[src/source/dma_cfg_pkg.sv]
// DMA configuration constants
// Register map, TCDM address window and descriptor queue sizing
package dma_cfg_pkg;

  // Register word offset
  typedef logic [2:0] reg_addr_t;

  // ------------------------------------------------------------------
  // Register map
  // ------------------------------------------------------------------
  localparam reg_addr_t REG_SRC        = 3'd0;
  localparam reg_addr_t REG_DST        = 3'd1;
  localparam reg_addr_t REG_LEN        = 3'd2;
  localparam reg_addr_t REG_SRC_STRIDE = 3'd3;
  localparam reg_addr_t REG_DST_STRIDE = 3'd4;
  localparam reg_addr_t REG_REPS       = 3'd5;
  // Read to launch, returns the new id or 0 when the queue is full
  localparam reg_addr_t REG_NEXT_ID    = 3'd6;
  localparam reg_addr_t REG_DONE_ID    = 3'd7;

  // ------------------------------------------------------------------
  // Address map, word addresses
  // ------------------------------------------------------------------
  localparam logic [31:0] TCDM_BASE = 32'h1C00_0000;
  localparam logic [31:0] TCDM_SIZE = 32'h0001_0000;

  // Entries of the 2D descriptor FIFO
  localparam int unsigned QUEUE_DEPTH = 4;

endpackage : dma_cfg_pkg

[src/source/dma_xfer_pkg.sv]
// DMA transfer types
// Word, length and id widths plus the midend and backend FSM states
package dma_xfer_pkg;

  typedef logic [31:0] addr_t;
  typedef logic [31:0] data_t;
  typedef logic [15:0] len_t;
  typedef logic [15:0] reps_t;
  typedef logic [15:0] id_t;

  // 2D midend
  typedef enum logic [1:0] {
    MID_IDLE,
    MID_ISSUE,
    MID_WAIT
  } mid_state_e;

  // Copy backend, one read and one write per word
  typedef enum logic [1:0] {
    BE_IDLE,
    BE_READ,
    BE_WRITE,
    BE_DONE
  } be_state_e;

endpackage : dma_xfer_pkg

[src/source/dma_reg_frontend.sv]
`timescale 1ns/1ps

// DMA register frontend
// Holds the programmed 2D transfer and launches it on a read of REG_NEXT_ID
module dma_reg_frontend
  import dma_cfg_pkg::*, dma_xfer_pkg::*;
(
  input  logic      clk_i,
  input  logic      rst_i,
  input  logic      reg_wr_i,
  input  logic      reg_rd_i,
  input  reg_addr_t reg_addr_i,
  input  data_t     reg_wdata_i,
  output data_t     reg_rdata_o,
  output addr_t     desc_src_o,
  output addr_t     desc_dst_o,
  output addr_t     desc_src_stride_o,
  output addr_t     desc_dst_stride_o,
  output len_t      desc_len_o,
  output reps_t     desc_reps_o,
  output id_t       desc_id_o,
  output logic      desc_valid_o,
  input  logic      desc_ready_i,
  input  logic      done_i,
  input  id_t       done_id_i
);

  addr_t src_q, dst_q, src_stride_q, dst_stride_q;
  len_t  len_q;
  reps_t reps_q;
  id_t   next_id_q;
  id_t   done_id_q;
  logic  launch_ok;
  logic  launch;

  // A descriptor waiting for its push edge blocks a second launch
  assign launch_ok = desc_ready_i & ~desc_valid_o;
  assign launch    = reg_rd_i & (reg_addr_i == REG_NEXT_ID) & launch_ok;

  // Programmable transfer registers
  always_ff @(posedge clk_i) begin
    if (reg_wr_i) begin
      case (reg_addr_i)
        REG_SRC:        src_q        <= reg_wdata_i;
        REG_DST:        dst_q        <= reg_wdata_i;
        REG_LEN:        len_q        <= len_t'(reg_wdata_i);
        REG_SRC_STRIDE: src_stride_q <= reg_wdata_i;
        REG_DST_STRIDE: dst_stride_q <= reg_wdata_i;
        REG_REPS:       reps_q       <= reps_t'(reg_wdata_i);
        default: ;
      endcase
    end
  end

  // Launch pulse, id counter and completion id
  always_ff @(posedge clk_i) begin
    if (rst_i) begin
      desc_valid_o <= 1'b0;
      next_id_q    <= id_t'(1);
      done_id_q    <= '0;
    end else begin
      desc_valid_o <= launch;
      if (launch) begin
        next_id_q <= next_id_q + 1'b1;
      end
      if (done_i) begin
        done_id_q <= done_id_i;
      end
    end
  end

  // Snapshot so later writes do not disturb the queued transfer
  always_ff @(posedge clk_i) begin
    if (launch) begin
      desc_src_o        <= src_q;
      desc_dst_o        <= dst_q;
      desc_src_stride_o <= src_stride_q;
      desc_dst_stride_o <= dst_stride_q;
      desc_len_o        <= len_q;
      desc_reps_o       <= reps_q;
      desc_id_o         <= next_id_q;
    end
  end

  always_comb begin
    reg_rdata_o = '0;
    if (reg_rd_i) begin
      case (reg_addr_i)
        REG_SRC:        reg_rdata_o = src_q;
        REG_DST:        reg_rdata_o = dst_q;
        REG_LEN:        reg_rdata_o = data_t'(len_q);
        REG_SRC_STRIDE: reg_rdata_o = src_stride_q;
        REG_DST_STRIDE: reg_rdata_o = dst_stride_q;
        REG_REPS:       reg_rdata_o = data_t'(reps_q);
        REG_NEXT_ID:    reg_rdata_o = launch_ok ? data_t'(next_id_q) : '0;
        REG_DONE_ID:    reg_rdata_o = data_t'(done_id_q);
      endcase
    end
  end

  // Queue space seen at launch must still be there at the push
  assert property (@(posedge clk_i) disable iff (rst_i)
    desc_valid_o |-> desc_ready_i);

endmodule : dma_reg_frontend

[src/source/dma_req_queue.sv]
`timescale 1ns/1ps

// 2D descriptor FIFO between the register frontend and the midend
module dma_req_queue
  import dma_cfg_pkg::*, dma_xfer_pkg::*;
(
  input  logic  clk_i,
  input  logic  rst_i,
  input  addr_t in_src_i, in_dst_i, in_src_stride_i, in_dst_stride_i,
  input  len_t  in_len_i,
  input  reps_t in_reps_i,
  input  id_t   in_id_i,
  input  logic  in_valid_i,
  output logic  in_ready_o,
  output addr_t out_src_o, out_dst_o, out_src_stride_o, out_dst_stride_o,
  output len_t  out_len_o,
  output reps_t out_reps_o,
  output id_t   out_id_o,
  output logic  out_valid_o,
  input  logic  out_ready_i,
  output logic  empty_o
);

  localparam int unsigned PtrW  = $clog2(QUEUE_DEPTH);
  localparam int unsigned DescW = 4 * $bits(addr_t) + $bits(len_t) + $bits(reps_t)
                                  + $bits(id_t);

  logic [DescW-1:0] mem_q [QUEUE_DEPTH];
  logic [PtrW-1:0]  wr_ptr_q, rd_ptr_q;
  logic [PtrW:0]    count_q;
  logic             full;
  logic             push;
  logic             pop;

  function automatic logic [PtrW-1:0] ptr_inc(input logic [PtrW-1:0] ptr);
    return (ptr == PtrW'(QUEUE_DEPTH - 1)) ? '0 : ptr + 1'b1;
  endfunction

  assign full        = (count_q == (PtrW+1)'(QUEUE_DEPTH));
  assign empty_o     = (count_q == '0);
  assign in_ready_o  = ~full;
  assign out_valid_o = ~empty_o;
  assign push        = in_valid_i & in_ready_o;
  assign pop         = out_valid_o & out_ready_i;

  // Head entry drives the output directly
  assign {out_src_o, out_dst_o, out_src_stride_o, out_dst_stride_o,
          out_len_o, out_reps_o, out_id_o} = mem_q[rd_ptr_q];

  always_ff @(posedge clk_i) begin
    if (push) begin
      mem_q[wr_ptr_q] <= {in_src_i, in_dst_i, in_src_stride_i, in_dst_stride_i,
                          in_len_i, in_reps_i, in_id_i};
    end
  end

  always_ff @(posedge clk_i) begin
    if (rst_i) begin
      wr_ptr_q <= '0;
      rd_ptr_q <= '0;
      count_q  <= '0;
    end else begin
      if (push) begin
        wr_ptr_q <= ptr_inc(wr_ptr_q);
      end
      if (pop) begin
        rd_ptr_q <= ptr_inc(rd_ptr_q);
      end
      count_q <= count_q + (PtrW+1)'(push) - (PtrW+1)'(pop);
    end
  end

  // The frontend never offers a descriptor to a full FIFO
  assert property (@(posedge clk_i) disable iff (rst_i) in_valid_i |-> !full);

  // Pointers meet only when empty or full, else a pop ran past the tail
  assert property (@(posedge clk_i) disable iff (rst_i)
    (rd_ptr_q == wr_ptr_q) |-> (empty_o || full));

endmodule : dma_req_queue

[src/source/dma_2d_midend.sv]
`timescale 1ns/1ps

// 2D midend
// Splits a 2D descriptor into strided 1D bursts, one per repetition
module dma_2d_midend
  import dma_xfer_pkg::*;
(
  input  logic  clk_i,
  input  logic  rst_i,
  input  addr_t nd_src_i, nd_dst_i, nd_src_stride_i, nd_dst_stride_i,
  input  len_t  nd_len_i,
  input  reps_t nd_reps_i,
  input  id_t   nd_id_i,
  input  logic  nd_valid_i,
  output logic  nd_ready_o,
  output addr_t burst_src_o,
  output addr_t burst_dst_o,
  output len_t  burst_len_o,
  output logic  burst_valid_o,
  input  logic  burst_ready_i,
  input  logic  burst_done_i,
  output logic  xfer_done_o,
  output id_t   xfer_id_o,
  output logic  idle_o
);

  mid_state_e state_q;
  reps_t      reps_left_q;
  addr_t      src_stride_q;
  addr_t      dst_stride_q;

  assign nd_ready_o    = (state_q == MID_IDLE);
  assign idle_o        = (state_q == MID_IDLE);
  assign burst_valid_o = (state_q == MID_ISSUE);

  always_ff @(posedge clk_i) begin
    if (rst_i) begin
      state_q     <= MID_IDLE;
      reps_left_q <= '0;
      xfer_done_o <= 1'b0;
    end else begin
      xfer_done_o <= 1'b0;
      case (state_q)
        MID_IDLE: begin
          if (nd_valid_i) begin
            // Zero repetitions still move one burst
            reps_left_q <= (nd_reps_i == '0) ? reps_t'(1) : nd_reps_i;
            state_q     <= MID_ISSUE;
          end
        end
        MID_ISSUE: begin
          if (burst_ready_i) begin
            reps_left_q <= reps_left_q - 1'b1;
            if (reps_left_q == reps_t'(1)) begin
              state_q <= MID_WAIT;
            end
          end
        end
        // Only the last burst is still running here
        MID_WAIT: begin
          if (burst_done_i) begin
            xfer_done_o <= 1'b1;
            state_q     <= MID_IDLE;
          end
        end
        default: state_q <= MID_IDLE;
      endcase
    end
  end

  // Running addresses step by the strides on each accepted burst
  always_ff @(posedge clk_i) begin
    if (nd_ready_o && nd_valid_i) begin
      burst_src_o  <= nd_src_i;
      burst_dst_o  <= nd_dst_i;
      burst_len_o  <= nd_len_i;
      src_stride_q <= nd_src_stride_i;
      dst_stride_q <= nd_dst_stride_i;
      xfer_id_o    <= nd_id_i;
    end else if (burst_valid_o && burst_ready_i) begin
      burst_src_o <= burst_src_o + src_stride_q;
      burst_dst_o <= burst_dst_o + dst_stride_q;
    end
  end

  assert property (@(posedge clk_i) disable iff (rst_i) xfer_done_o |=> !xfer_done_o);

endmodule : dma_2d_midend

[src/source/dma_copy_backend.sv]
`timescale 1ns/1ps

// DMA copy backend
// Moves one 1D burst word by word, a read cycle followed by a write cycle
module dma_copy_backend
  import dma_xfer_pkg::*;
(
  input  logic  clk_i,
  input  logic  rst_i,
  input  addr_t req_src_i,
  input  addr_t req_dst_i,
  input  len_t  req_len_i,
  input  logic  req_valid_i,
  output logic  req_ready_o,
  output logic  done_o,
  output logic  mem_req_o,
  output logic  mem_we_o,
  output addr_t mem_addr_o,
  output data_t mem_wdata_o,
  input  data_t mem_rdata_i,
  output logic  idle_o
);

  be_state_e state_q;
  len_t      left_q;
  addr_t     src_q;
  addr_t     dst_q;

  assign req_ready_o = (state_q == BE_IDLE);
  assign idle_o      = (state_q == BE_IDLE);
  assign done_o      = (state_q == BE_DONE);

  // Memory access path
  assign mem_req_o  = (state_q == BE_READ) || (state_q == BE_WRITE);
  assign mem_we_o   = (state_q == BE_WRITE);
  assign mem_addr_o = mem_we_o ? dst_q : src_q;
  // Read data lands in the write cycle and is written back right away
  assign mem_wdata_o = mem_rdata_i;

  always_ff @(posedge clk_i) begin
    if (rst_i) begin
      state_q <= BE_IDLE;
      left_q  <= '0;
    end else begin
      case (state_q)
        BE_IDLE: begin
          if (req_valid_i) begin
            left_q  <= req_len_i;
            state_q <= (req_len_i == '0) ? BE_DONE : BE_READ;
          end
        end
        BE_READ: state_q <= BE_WRITE;
        BE_WRITE: begin
          left_q  <= left_q - 1'b1;
          state_q <= (left_q == len_t'(1)) ? BE_DONE : BE_READ;
        end
        BE_DONE: state_q <= BE_IDLE;
        default: state_q <= BE_IDLE;
      endcase
    end
  end

  always_ff @(posedge clk_i) begin
    if (req_ready_o && req_valid_i) begin
      src_q <= req_src_i;
      dst_q <= req_dst_i;
    end else if (state_q == BE_WRITE) begin
      src_q <= src_q + 1'b1;
      dst_q <= dst_q + 1'b1;
    end
  end

  // Every write is a request and follows a read of its word
  assert property (@(posedge clk_i) disable iff (rst_i)
    mem_we_o |-> mem_req_o && $past(mem_req_o && !mem_we_o));

endmodule : dma_copy_backend

[src/source/dma_mem_router.sv]
`timescale 1ns/1ps

// Address router, sends each access to the TCDM or the external port
module dma_mem_router
  import dma_cfg_pkg::*, dma_xfer_pkg::*;
(
  input  logic  clk_i,
  input  logic  rst_i,
  input  logic  mem_req_i, mem_we_i,
  input  addr_t mem_addr_i,
  input  data_t mem_wdata_i,
  output data_t mem_rdata_o,
  output logic  tcdm_req_o, tcdm_we_o,
  output addr_t tcdm_addr_o,
  output data_t tcdm_wdata_o,
  input  data_t tcdm_rdata_i,
  output logic  ext_req_o, ext_we_o,
  output addr_t ext_addr_o,
  output data_t ext_wdata_o,
  input  data_t ext_rdata_i
);

  logic in_tcdm;
  logic rd_tcdm_q;

  assign in_tcdm = (mem_addr_i >= TCDM_BASE) && (mem_addr_i < TCDM_BASE + TCDM_SIZE);

  assign tcdm_req_o   = mem_req_i & in_tcdm;
  assign tcdm_we_o    = mem_we_i;
  assign tcdm_addr_o  = mem_addr_i;
  assign tcdm_wdata_o = mem_wdata_i;
  assign ext_req_o    = mem_req_i & ~in_tcdm;
  assign ext_we_o     = mem_we_i;
  assign ext_addr_o   = mem_addr_i;
  assign ext_wdata_o  = mem_wdata_i;

  // Remember which port a read went to, data follows one cycle later
  always_ff @(posedge clk_i) begin
    if (rst_i) begin
      rd_tcdm_q <= 1'b0;
    end else if (mem_req_i && !mem_we_i) begin
      rd_tcdm_q <= in_tcdm;
    end
  end

  assign mem_rdata_o = rd_tcdm_q ? tcdm_rdata_i : ext_rdata_i;

  assert property (@(posedge clk_i) disable iff (rst_i) !(tcdm_req_o && ext_req_o));

endmodule : dma_mem_router

[src/source/fc_dma_top.sv]
`timescale 1ns/1ps

// Fabric controller DMA top level
// Frontend, descriptor FIFO, 2D midend, copy backend and address router
module fc_dma_top
  import dma_cfg_pkg::*, dma_xfer_pkg::*;
(
  input  logic      clk_i,
  input  logic      rst_i,
  input  logic      reg_wr_i,
  input  logic      reg_rd_i,
  input  reg_addr_t reg_addr_i,
  input  data_t     reg_wdata_i,
  output data_t     reg_rdata_o,
  output logic      tcdm_req_o, tcdm_we_o,
  output addr_t     tcdm_addr_o,
  output data_t     tcdm_wdata_o,
  input  data_t     tcdm_rdata_i,
  output logic      ext_req_o, ext_we_o,
  output addr_t     ext_addr_o,
  output data_t     ext_wdata_o,
  input  data_t     ext_rdata_i,
  output logic      term_event_o,
  output logic      busy_o
);

  addr_t fe_src, fe_dst, fe_src_stride, fe_dst_stride;
  len_t  fe_len;
  reps_t fe_reps;
  id_t   fe_id;
  logic  fe_valid, fe_ready;
  addr_t q_src, q_dst, q_src_stride, q_dst_stride;
  len_t  q_len;
  reps_t q_reps;
  id_t   q_id;
  logic  q_valid, q_ready, q_empty;
  addr_t b_src, b_dst;
  len_t  b_len;
  logic  b_valid, b_ready, b_done;
  logic  xfer_done, mid_idle, be_idle;
  id_t   xfer_id;
  logic  m_req, m_we;
  addr_t m_addr;
  data_t m_wdata, m_rdata;

  assign term_event_o = xfer_done;
  assign busy_o       = ~q_empty | ~mid_idle | ~be_idle;

  // ------------------------------------------------------------------
  // Frontend and descriptor FIFO
  // ------------------------------------------------------------------
  dma_reg_frontend i_frontend (
    .clk_i, .rst_i, .reg_wr_i, .reg_rd_i, .reg_addr_i, .reg_wdata_i, .reg_rdata_o,
    .desc_src_o        ( fe_src        ),
    .desc_dst_o        ( fe_dst        ),
    .desc_src_stride_o ( fe_src_stride ),
    .desc_dst_stride_o ( fe_dst_stride ),
    .desc_len_o        ( fe_len        ),
    .desc_reps_o       ( fe_reps       ),
    .desc_id_o         ( fe_id         ),
    .desc_valid_o      ( fe_valid      ),
    .desc_ready_i      ( fe_ready      ),
    .done_i            ( xfer_done     ),
    .done_id_i         ( xfer_id       )
  );

  dma_req_queue i_queue (
    .clk_i, .rst_i,
    .in_src_i  ( fe_src  ), .in_dst_i ( fe_dst ),
    .in_src_stride_i ( fe_src_stride ), .in_dst_stride_i ( fe_dst_stride ),
    .in_len_i  ( fe_len  ), .in_reps_i ( fe_reps ), .in_id_i ( fe_id ),
    .in_valid_i ( fe_valid ), .in_ready_o ( fe_ready ),
    .out_src_o ( q_src ), .out_dst_o ( q_dst ),
    .out_src_stride_o ( q_src_stride ), .out_dst_stride_o ( q_dst_stride ),
    .out_len_o ( q_len ), .out_reps_o ( q_reps ), .out_id_o ( q_id ),
    .out_valid_o ( q_valid ), .out_ready_i ( q_ready ),
    .empty_o   ( q_empty )
  );

  // ------------------------------------------------------------------
  // Midend, backend and port routing
  // ------------------------------------------------------------------
  dma_2d_midend i_midend (
    .clk_i, .rst_i,
    .nd_src_i  ( q_src ), .nd_dst_i ( q_dst ),
    .nd_src_stride_i ( q_src_stride ), .nd_dst_stride_i ( q_dst_stride ),
    .nd_len_i  ( q_len ), .nd_reps_i ( q_reps ), .nd_id_i ( q_id ),
    .nd_valid_i ( q_valid ), .nd_ready_o ( q_ready ),
    .burst_src_o ( b_src ), .burst_dst_o ( b_dst ), .burst_len_o ( b_len ),
    .burst_valid_o ( b_valid ), .burst_ready_i ( b_ready ),
    .burst_done_i ( b_done ),
    .xfer_done_o ( xfer_done ), .xfer_id_o ( xfer_id ),
    .idle_o      ( mid_idle  )
  );

  dma_copy_backend i_backend (
    .clk_i, .rst_i,
    .req_src_i ( b_src ), .req_dst_i ( b_dst ), .req_len_i ( b_len ),
    .req_valid_i ( b_valid ), .req_ready_o ( b_ready ),
    .done_o      ( b_done  ),
    .mem_req_o ( m_req ), .mem_we_o ( m_we ), .mem_addr_o ( m_addr ),
    .mem_wdata_o ( m_wdata ), .mem_rdata_i ( m_rdata ),
    .idle_o      ( be_idle )
  );

  dma_mem_router i_router (
    .clk_i, .rst_i,
    .mem_req_i ( m_req ), .mem_we_i ( m_we ), .mem_addr_i ( m_addr ),
    .mem_wdata_i ( m_wdata ), .mem_rdata_o ( m_rdata ),
    .tcdm_req_o, .tcdm_we_o, .tcdm_addr_o, .tcdm_wdata_o, .tcdm_rdata_i,
    .ext_req_o, .ext_we_o, .ext_addr_o, .ext_wdata_o, .ext_rdata_i
  );

endmodule : fc_dma_top

[config.mk]
export PLATFORM = sky130hd
export DESIGN_NAME = fc_dma_top
export DESIGN_NICKNAME = d
export VERILOG_FILES = /design/src/source/dma_cfg_pkg.sv /design/src/source/dma_xfer_pkg.sv /design/src/source/dma_reg_frontend.sv /design/src/source/dma_req_queue.sv /design/src/source/dma_2d_midend.sv /design/src/source/dma_copy_backend.sv /design/src/source/dma_mem_router.sv /design/src/source/fc_dma_top.sv
export SDC_FILE = /design/constraint.sdc
export NUM_CORES = 1
export LEC_CHECK = 0
export BUFFER_PORTS_ARGS = -buffer_cell sky130_fd_sc_hd__buf_2
export CAP_MARGIN = 20
export CORE_MARGIN = 1.5
export CORE_UTILIZATION = 35
export DETAILED_ROUTE_END_ITERATION = 10
export PLACE_DENSITY_LB_ADDON = 0.15
export SLEW_MARGIN = 0
export SYNTH_ARGS = -nofsm -noshare
export SYNTH_HDL_FRONTEND = slang
export SYNTH_SLANG_ARGS = --single-unit
[constraint.sdc]
create_clock -name clk_i -period 11.3 [get_ports clk_i]
set_input_delay 0.565 -clock clk_i [delete_from_list [all_inputs] [get_ports clk_i]]
set_output_delay 0.565 -clock clk_i [all_outputs]
set_load 0.02 [all_outputs]
# Word-level counts from Yosys, hierarchy flattened

Memory sizes are Yosys's and may differ from the RTL's. A register that Yosys moved wholly into a read port is not among the register bits.
Cells that the tools add are included.

$add $sub $neg: 11
$mul: 0
Divide/modulo/power cells: 0
$lt $le $gt $ge: 2
Eq/ne operators: 22
Shift operators: 0
Muxes and demuxes: 35
Bitwise logic cells: 16
Reductions and logical operators: 26

Operators by type and width:

| cell                                                                            | number |
|---|---|
| 32-bit 2-to-1 mux                                                               | 11 |
| 32-bit one-hot mux with 8 select lines                                          | 1 |
| 16-bit 2-to-1 mux                                                               | 5 |
| 32-bit by 1-bit adder with 32-bit output (second input constant)                | 2 |
| 32-bit adder                                                                    | 2 |
| 16-bit one-hot mux with 2 select lines                                          | 2 |
| 16-bit by 1-bit == test with 1-bit output (second input constant)               | 2 |
| 32-bit by 29-bit >= comparator with 1-bit output (second input constant)        | 1 |
| 16-bit logical NOT                                                              | 2 |
| 32-bit by 29-bit less-than comparator with 1-bit output (second input constant) | 1 |
| 16-bit by 1-bit subtractor with 16-bit output (second input constant)           | 2 |
| 2-bit 2-to-1 mux                                                                | 11 |
| 16-bit by 1-bit adder with 16-bit output (second input constant)                | 1 |
| 3-bit == test (second input constant)                                           | 5 |
| 2-bit AND reduction                                                             | 7 |
| 2-bit == test (second input constant)                                           | 5 |
| 2-bit inequality test (second input constant)                                   | 4 |
| 2-bit one-hot mux with 4 select lines                                           | 1 |
| 2-bit nonzero test                                                              | 4 |
| 1-bit AND                                                                       | 7 |
| 1-bit inverter                                                                  | 7 |
| 3-bit by 2-bit == test with 1-bit output (second input constant)                | 2 |
| 3-bit logical NOT                                                               | 2 |
| 2-bit one-hot mux with 3 select lines                                           | 1 |
| other kinds (15)                                                                | 24 |

Flip-flop bits (word level): 638
Latch bits: 0
Memory bits (writable): 704
Memory bits (read-only): 0
Input port bits: 103
Output and inout port bits: 166
Word-level logic and storage cells: 146
Memories kept: 1

Memories:

| memory        | words | width | rd ports | clocked after memory_dff | wr ports | RTL line            | RTL |
|---|---|---|---|---|---|---|---|
| i_queue.mem_q | 4     | 176   | 1        | 1                        | 1        | dma_req_queue.sv:28 | `logic [DescW-1:0] mem_q [QUEUE_DEPTH];` |

# Longest topological paths before layout

Depth after elaboration: 6
Depth in mapped cells: 12
Mapped depth without buffers: 10

# Modules after synthesis

Synthesis repeated with hierarchy kept, for this count alone.

Cells, all modules: 3410
Area total of the unflattened synthesis: 55898.6 um^2

Modules (own cells, without submodules):

| module           | times used | cells each | area each (um^2) | sequential area each (um^2) |
|---|---|---|---|---|
| dma_req_queue    | 1          | 969        | 25892.3          | 21320.4 |
| dma_reg_frontend | 1          | 737        | 13093.8          | 10750.3 |
| dma_2d_midend    | 1          | 918        | 9863.2           | 5185.0 |
| dma_copy_backend | 1          | 607        | 5559.1           | 2282.2 |
| dma_mem_router   | 1          | 178        | 1485.2           | 20.0 |
| fc_dma_top       | 1          | 1          | 5.0              | 0.0 |

# Least setup slack after synthesis

OpenSTA, ideal clock, no wires.

Path kind: reg2reg
Start: register i_queue.count_q[1]
End: memory i_queue.mem_q[0][0] in the netlist's numbering (enable)
Library setup time: 0.557 ns
Arrival time: 4.907 ns
Required time: 10.743 ns
Path slack: 5.836 ns
Stages on the path, launching flop included: 4
Buffers on the path: 0
Period minus slack after synthesis: 5.464 ns
Path through: dfxtp_1 nor2_1 a21boi_1 and2_1

Longest elaborated chain between the ends: 5

RTL lines:

| what                                   | RTL line            | RTL |
|---|---|---|
| start, declared                        | dma_req_queue.sv:30 | `logic [PtrW:0] count_q;` |
| start signal, assigned                 | dma_req_queue.sv:69 | `count_q <= count_q + (PtrW+1)'(push) - (PtrW+1)'(pop);` |
| 3-bit == test                          | dma_req_queue.sv:39 | `assign full = (count_q == (PtrW+1)'(QUEUE_DEPTH));` |
| 1-bit inverter                         | dma_req_queue.sv:41 | `assign in_ready_o = ~full;` |
| 1-bit AND                              | dma_req_queue.sv:43 | `assign push = in_valid_i & in_ready_o;` |
| named net i_queue.push                 | dma_req_queue.sv:32 | `logic push;` |
| 1-bit 2-to-1 mux                       | dma_req_queue.sv:51 | `if (push) begin` |
| 1-bit 2-to-1 mux (implied by the code) | dma_req_queue.sv:52 | `mem_q[wr_ptr_q] <= {in_src_i, in_dst_i, in_src_stride_i, in_dst_stride_i,` |
| end, declared                          | dma_req_queue.sv:28 |  |

The timed path passes the listed nets, and every way through them passes these cells.

# Worst setup path after layout

Start: register i_backend.state_q[0]
End: output port tcdm_req_o

Longest elaborated chain between the ends: 5
Elaborated cells on any way between the ends: 8
Those cells by class: order compare (2); eq/ne (2); mux (1); bitwise (1); reduce/logical (2)

RTL lines:

| what                                                                                                                        | RTL line                                       | RTL |
|---|---|---|
| start, declared                                                                                                             | dma_copy_backend.sv:24                         | `be_state_e state_q;` |
| start signal, assigned                                                                                                      | dma_copy_backend.sv:49                         | `state_q <= (req_len_i == '0) ? BE_DONE : BE_READ;` |
| start signal, assigned                                                                                                      | dma_copy_backend.sv:55                         | `state_q <= (left_q == len_t'(1)) ? BE_DONE : BE_READ;` |
| 2-bit == test                                                                                                               | dma_copy_backend.sv:34, dma_copy_backend.sv:35 |  |
| 32-bit 2-to-1 mux                                                                                                           | dma_copy_backend.sv:36                         | `assign mem_addr_o = mem_we_o ? dst_q : src_q;` |
| 32-bit by 29-bit >= comparator with 1-bit output or 32-bit by 29-bit less-than comparator with 1-bit output (tied branches) | dma_mem_router.sv:26                           | `assign in_tcdm = (mem_addr_i >= TCDM_BASE) && (mem_addr_i < TCDM_BASE + TCDM_SIZE);` |
| 1-bit logical AND                                                                                                           | dma_mem_router.sv:26                           |  |
| 1-bit AND *                                                                                                                 | dma_mem_router.sv:28                           | `assign tcdm_req_o = mem_req_i & in_tcdm;` |
| end, declared                                                                                                               | fc_dma_top.sv:15                               | `output logic tcdm_req_o, tcdm_we_o,` |

Every way passes the cells marked *; elsewhere a longest branch is shown, timed or not.

==> metrics.txt <==
I/O Buffers 268; hold path depth 1; Starting Density 0.353; Rel. slew slack 0.175; NumNets Final 3795; Clock Latency Late Sink 0.78 ns; post-route ant nets 0; xor/xnor share of the synthesized area 0.0220; fraction of layout cells with a size suffix above 1 0.210; maximum vdd drop 0.139 mV; unrepaired setup endpoints after global routing false; Final Slew Violations 0; RD Place Congestion 0.826; post-synthesis compound-gate area fraction 0.0630; CTS tree done; ys flop type edfxtp_1; Die Wd 398 um; Async SR Flop Fraction 0; Worst Skew 0.0270 ns; Synth Register Bits 1344; status finished clean; Longest Clk Path Bufs 3; FMAX 236 MHz; final setup margin 7.06 ns; IO Pins 269; first-pass GRT wire length 204 mm; sequential area share after synthesis 0.724; CP Launch Type register; Post-Syn Area per Cell 16.3 sq um; post-synth cell types 77; fin crit period 4.24 ns; synthesis warning total 0; P&R area growth vs syn 14.6%; vias in the first global route 29493; via count 29655; Reg clk slew, reported paths 0.06 ns; critical path class register to output port; CP Capture Type output port; pwr dens 268 nW/um^2; die area 159000 sq um; Max Fanout on Critical Path 24; Leak 0.0206 uW; largest net degree at the start of global routing 141; HPWL after DPL 92.8 mm; max reg flops 704; cell row count 144; Remaining Overflow, GRT 0; GRT Total Usage 0.176; Filler Cells Inserted 14156; CTS H-tree depth 4; Critical Path AT 3.68 ns; detailed-router iteration count before antenna repair 7; multiplexer share of the synthesized area 0.0925; Mapped Area 54600 sq um; final setup vio count 0; post-route cell area 62600 sq um; wire per inst 24.2 um; antenna violations before repair 15; Worst R2R Path Depth 7; Adder-Cell Fraction of Synth Area 0.0194; dpl ws 7.42 ns; sum of negative setup slack 0 ns; Post-DP Area 58000 sq um; Root Buffer Master clkbuf_16; HP Class input pin to register; Post-CTS Setup Repair Bufs 0; drt first-iter violations 2532; fin crit share 0.375; maxcap violations 0; TritonCTS Sinks 1344; Simple-Gate Fraction of Synth Area 0.0554; vias per cell 5.13; Synth Net Count 3536; core area 155000 sq um; Final Util 0.405; Biggest register i_queue.mem_q; drt drc 0; EDFF count, synth 1264; chip height 398 um; Mapped Cells 3350; Routed WL 140 mm; Num CTS Buffers 144; Slew @ Worst Pin 1.24 ns; worst path required time 10.74 ns; final hold viol count 0; largest family of logic cells by synthesized area multiplexers
==> placed cells by master, fill, tap and decap left out, types with 36 or more instances in the layout <==
cell type  Yosys  layout
mux2_2        62      62
buf_4         65      44
nand3_1       39      39
mux4_2       177     177
clkbuf_1     110      47
mux2i_1       37      37
dfxtp_1       80      78
xor2_1        75      75
nand2_1      217     215
a21oi_1      196     196
ha_1          80      79
buf_2         23     268
xnor2_1       62      62
o21ai_0      168     168
nor2_1       234     232
inv_1         52      52
nor3_1        39      36
clkbuf_16      0     148
edfxtp_1    1264    1264
==> worst paths after layout <==
path / end / from / slack [ns]
max: tcdm_req_o / i_backend.state_q[0] / 7.06
min: i_frontend.src_stride_q[23] / reg_wdata_i[23] / 0.08
min reg2reg: i_frontend.desc_src_o[25] / i_frontend.src_q[25] / 0.45
max reg2reg: i_midend.reps_left_q[2] / i_queue.count_q[2] / 7.64
==> worst max-delay path, stage by stage, from the launching register on <==
cell and delay [ns]:
dfxtp_1 0.33, inv_1 0.12, ha_2 0.60, mux2_2 0.46, nor4_1 0.28, nand4bb_1 0.15, nor4bb_2 0.37, buf_4 0.24
and2_1 0.13, buf_2 0.16
==> metrics by stage <==
stage          std cells  power (uW)  hold WS [ns]
2_1_floorplan       3350       10800         0.421
3_3_place_gp        5492       12400         0.428
3_5_place_dp        5492       12400         0.430
4_1_cts             5771       17000        0.0193
5_1_grt             5773       17800        0.0274
6_report            5781       16800        0.0794
==> cell type report <==
cell class | instances | area (sq um) | share of cell area
Antenna cell | 10 | 25.0 | 0.000399
Tap cell | 2044 | 2560 | 0.0408
Multi-Input combinational cell | 1733 | 13900 | 0.221
Clock buffer | 199 | 3940 | 0.0628
Inverter | 55 | 211 | 0.00338
Sequential cell | 1344 | 39600 | 0.632
Timing Repair Buffer | 331 | 1900 | 0.0304
Clock inverter | 65 | 581 | 0.00927
==> power breakdown <==
| part | total [uW] | leakage [uW] | internal (uW) | switching [uW] |
|---|---|---|---|---|
| Combinational | 5320 | 0.00621 | 2080 | 3240 |
| Sequential | 6970 | 0.0122 | 6380 | 591 |
| Clock | 4520 | 0.00219 | 2610 | 1920 |
==> what timing repair did <==
action                                 4_1_cts  5_1_grt
setup endpoints to repair                    0        0
hold buffers                                15        0
endpoints found under the hold margin       60        0
gates resized for setup                      0        0
==> cells in the mapped netlist, drive strengths merged, types with 8 or more instances <==
| library cell | instances | area, sq um |
|---|---|---|
| nand4 | 27 | 175 |
| mux2i | 37 | 370 |
| or3 | 11 | 68.8 |
| nor3 | 39 | 195 |
| nand3 | 39 | 195 |
| a211oi | 21 | 158 |
| nor2 | 234 | 878 |
| clkbuf | 110 | 413 |
| mux2 | 62 | 698 |
| a21o | 33 | 248 |
| a21oi | 197 | 990 |
| inv | 52 | 195 |
| nor2b | 14 | 87.6 |
| and3 | 24 | 150 |
| nand2b | 13 | 81.3 |
| o211ai | 14 | 105 |
| a22oi | 13 | 97.6 |
| edfxtp | 1264 | 38000 |
| a222oi | 8 | 80.1 |
| xnor2 | 62 | 543 |
| a221oi | 10 | 87.6 |
| buf | 108 | 686 |
| o21a | 9 | 67.6 |
| a31oi | 10 | 62.6 |
| and2 | 9 | 56.3 |
| mux4 | 177 | 3990 |
| nand2 | 217 | 815 |
| ha | 80 | 1000 |
| xor2 | 75 | 657 |
| o2bb2ai | 12 | 105 |
| nor4 | 17 | 106 |
| o21ai | 172 | 861 |
| dfxtp | 80 | 1600 |
==> layer usage <==
layer / vias up / routed length [um] / GRT usage
met5: - / 22 / 0
met3: 160 / 7160 / 0.0327
met2: 770 / 62300 / 0.261
li1: 13549 / - / -
met1: 15172 / 68400 / 0.267
met4: 4 / 2190 / 0.0379
==> logic make-up (layout without fill, tap and decap cells) <==
group           count (synthesis)  after routing
buf+inv                       273            650
compound gates                566            566
flops                        1344           1344
xor+xnor                      137            137
mux                           276            276
simple gates                  671            671
fa+ha+maj                      83             83
other cells                     0             10
No activity file was read; power rests on OpenSTA's default activity.
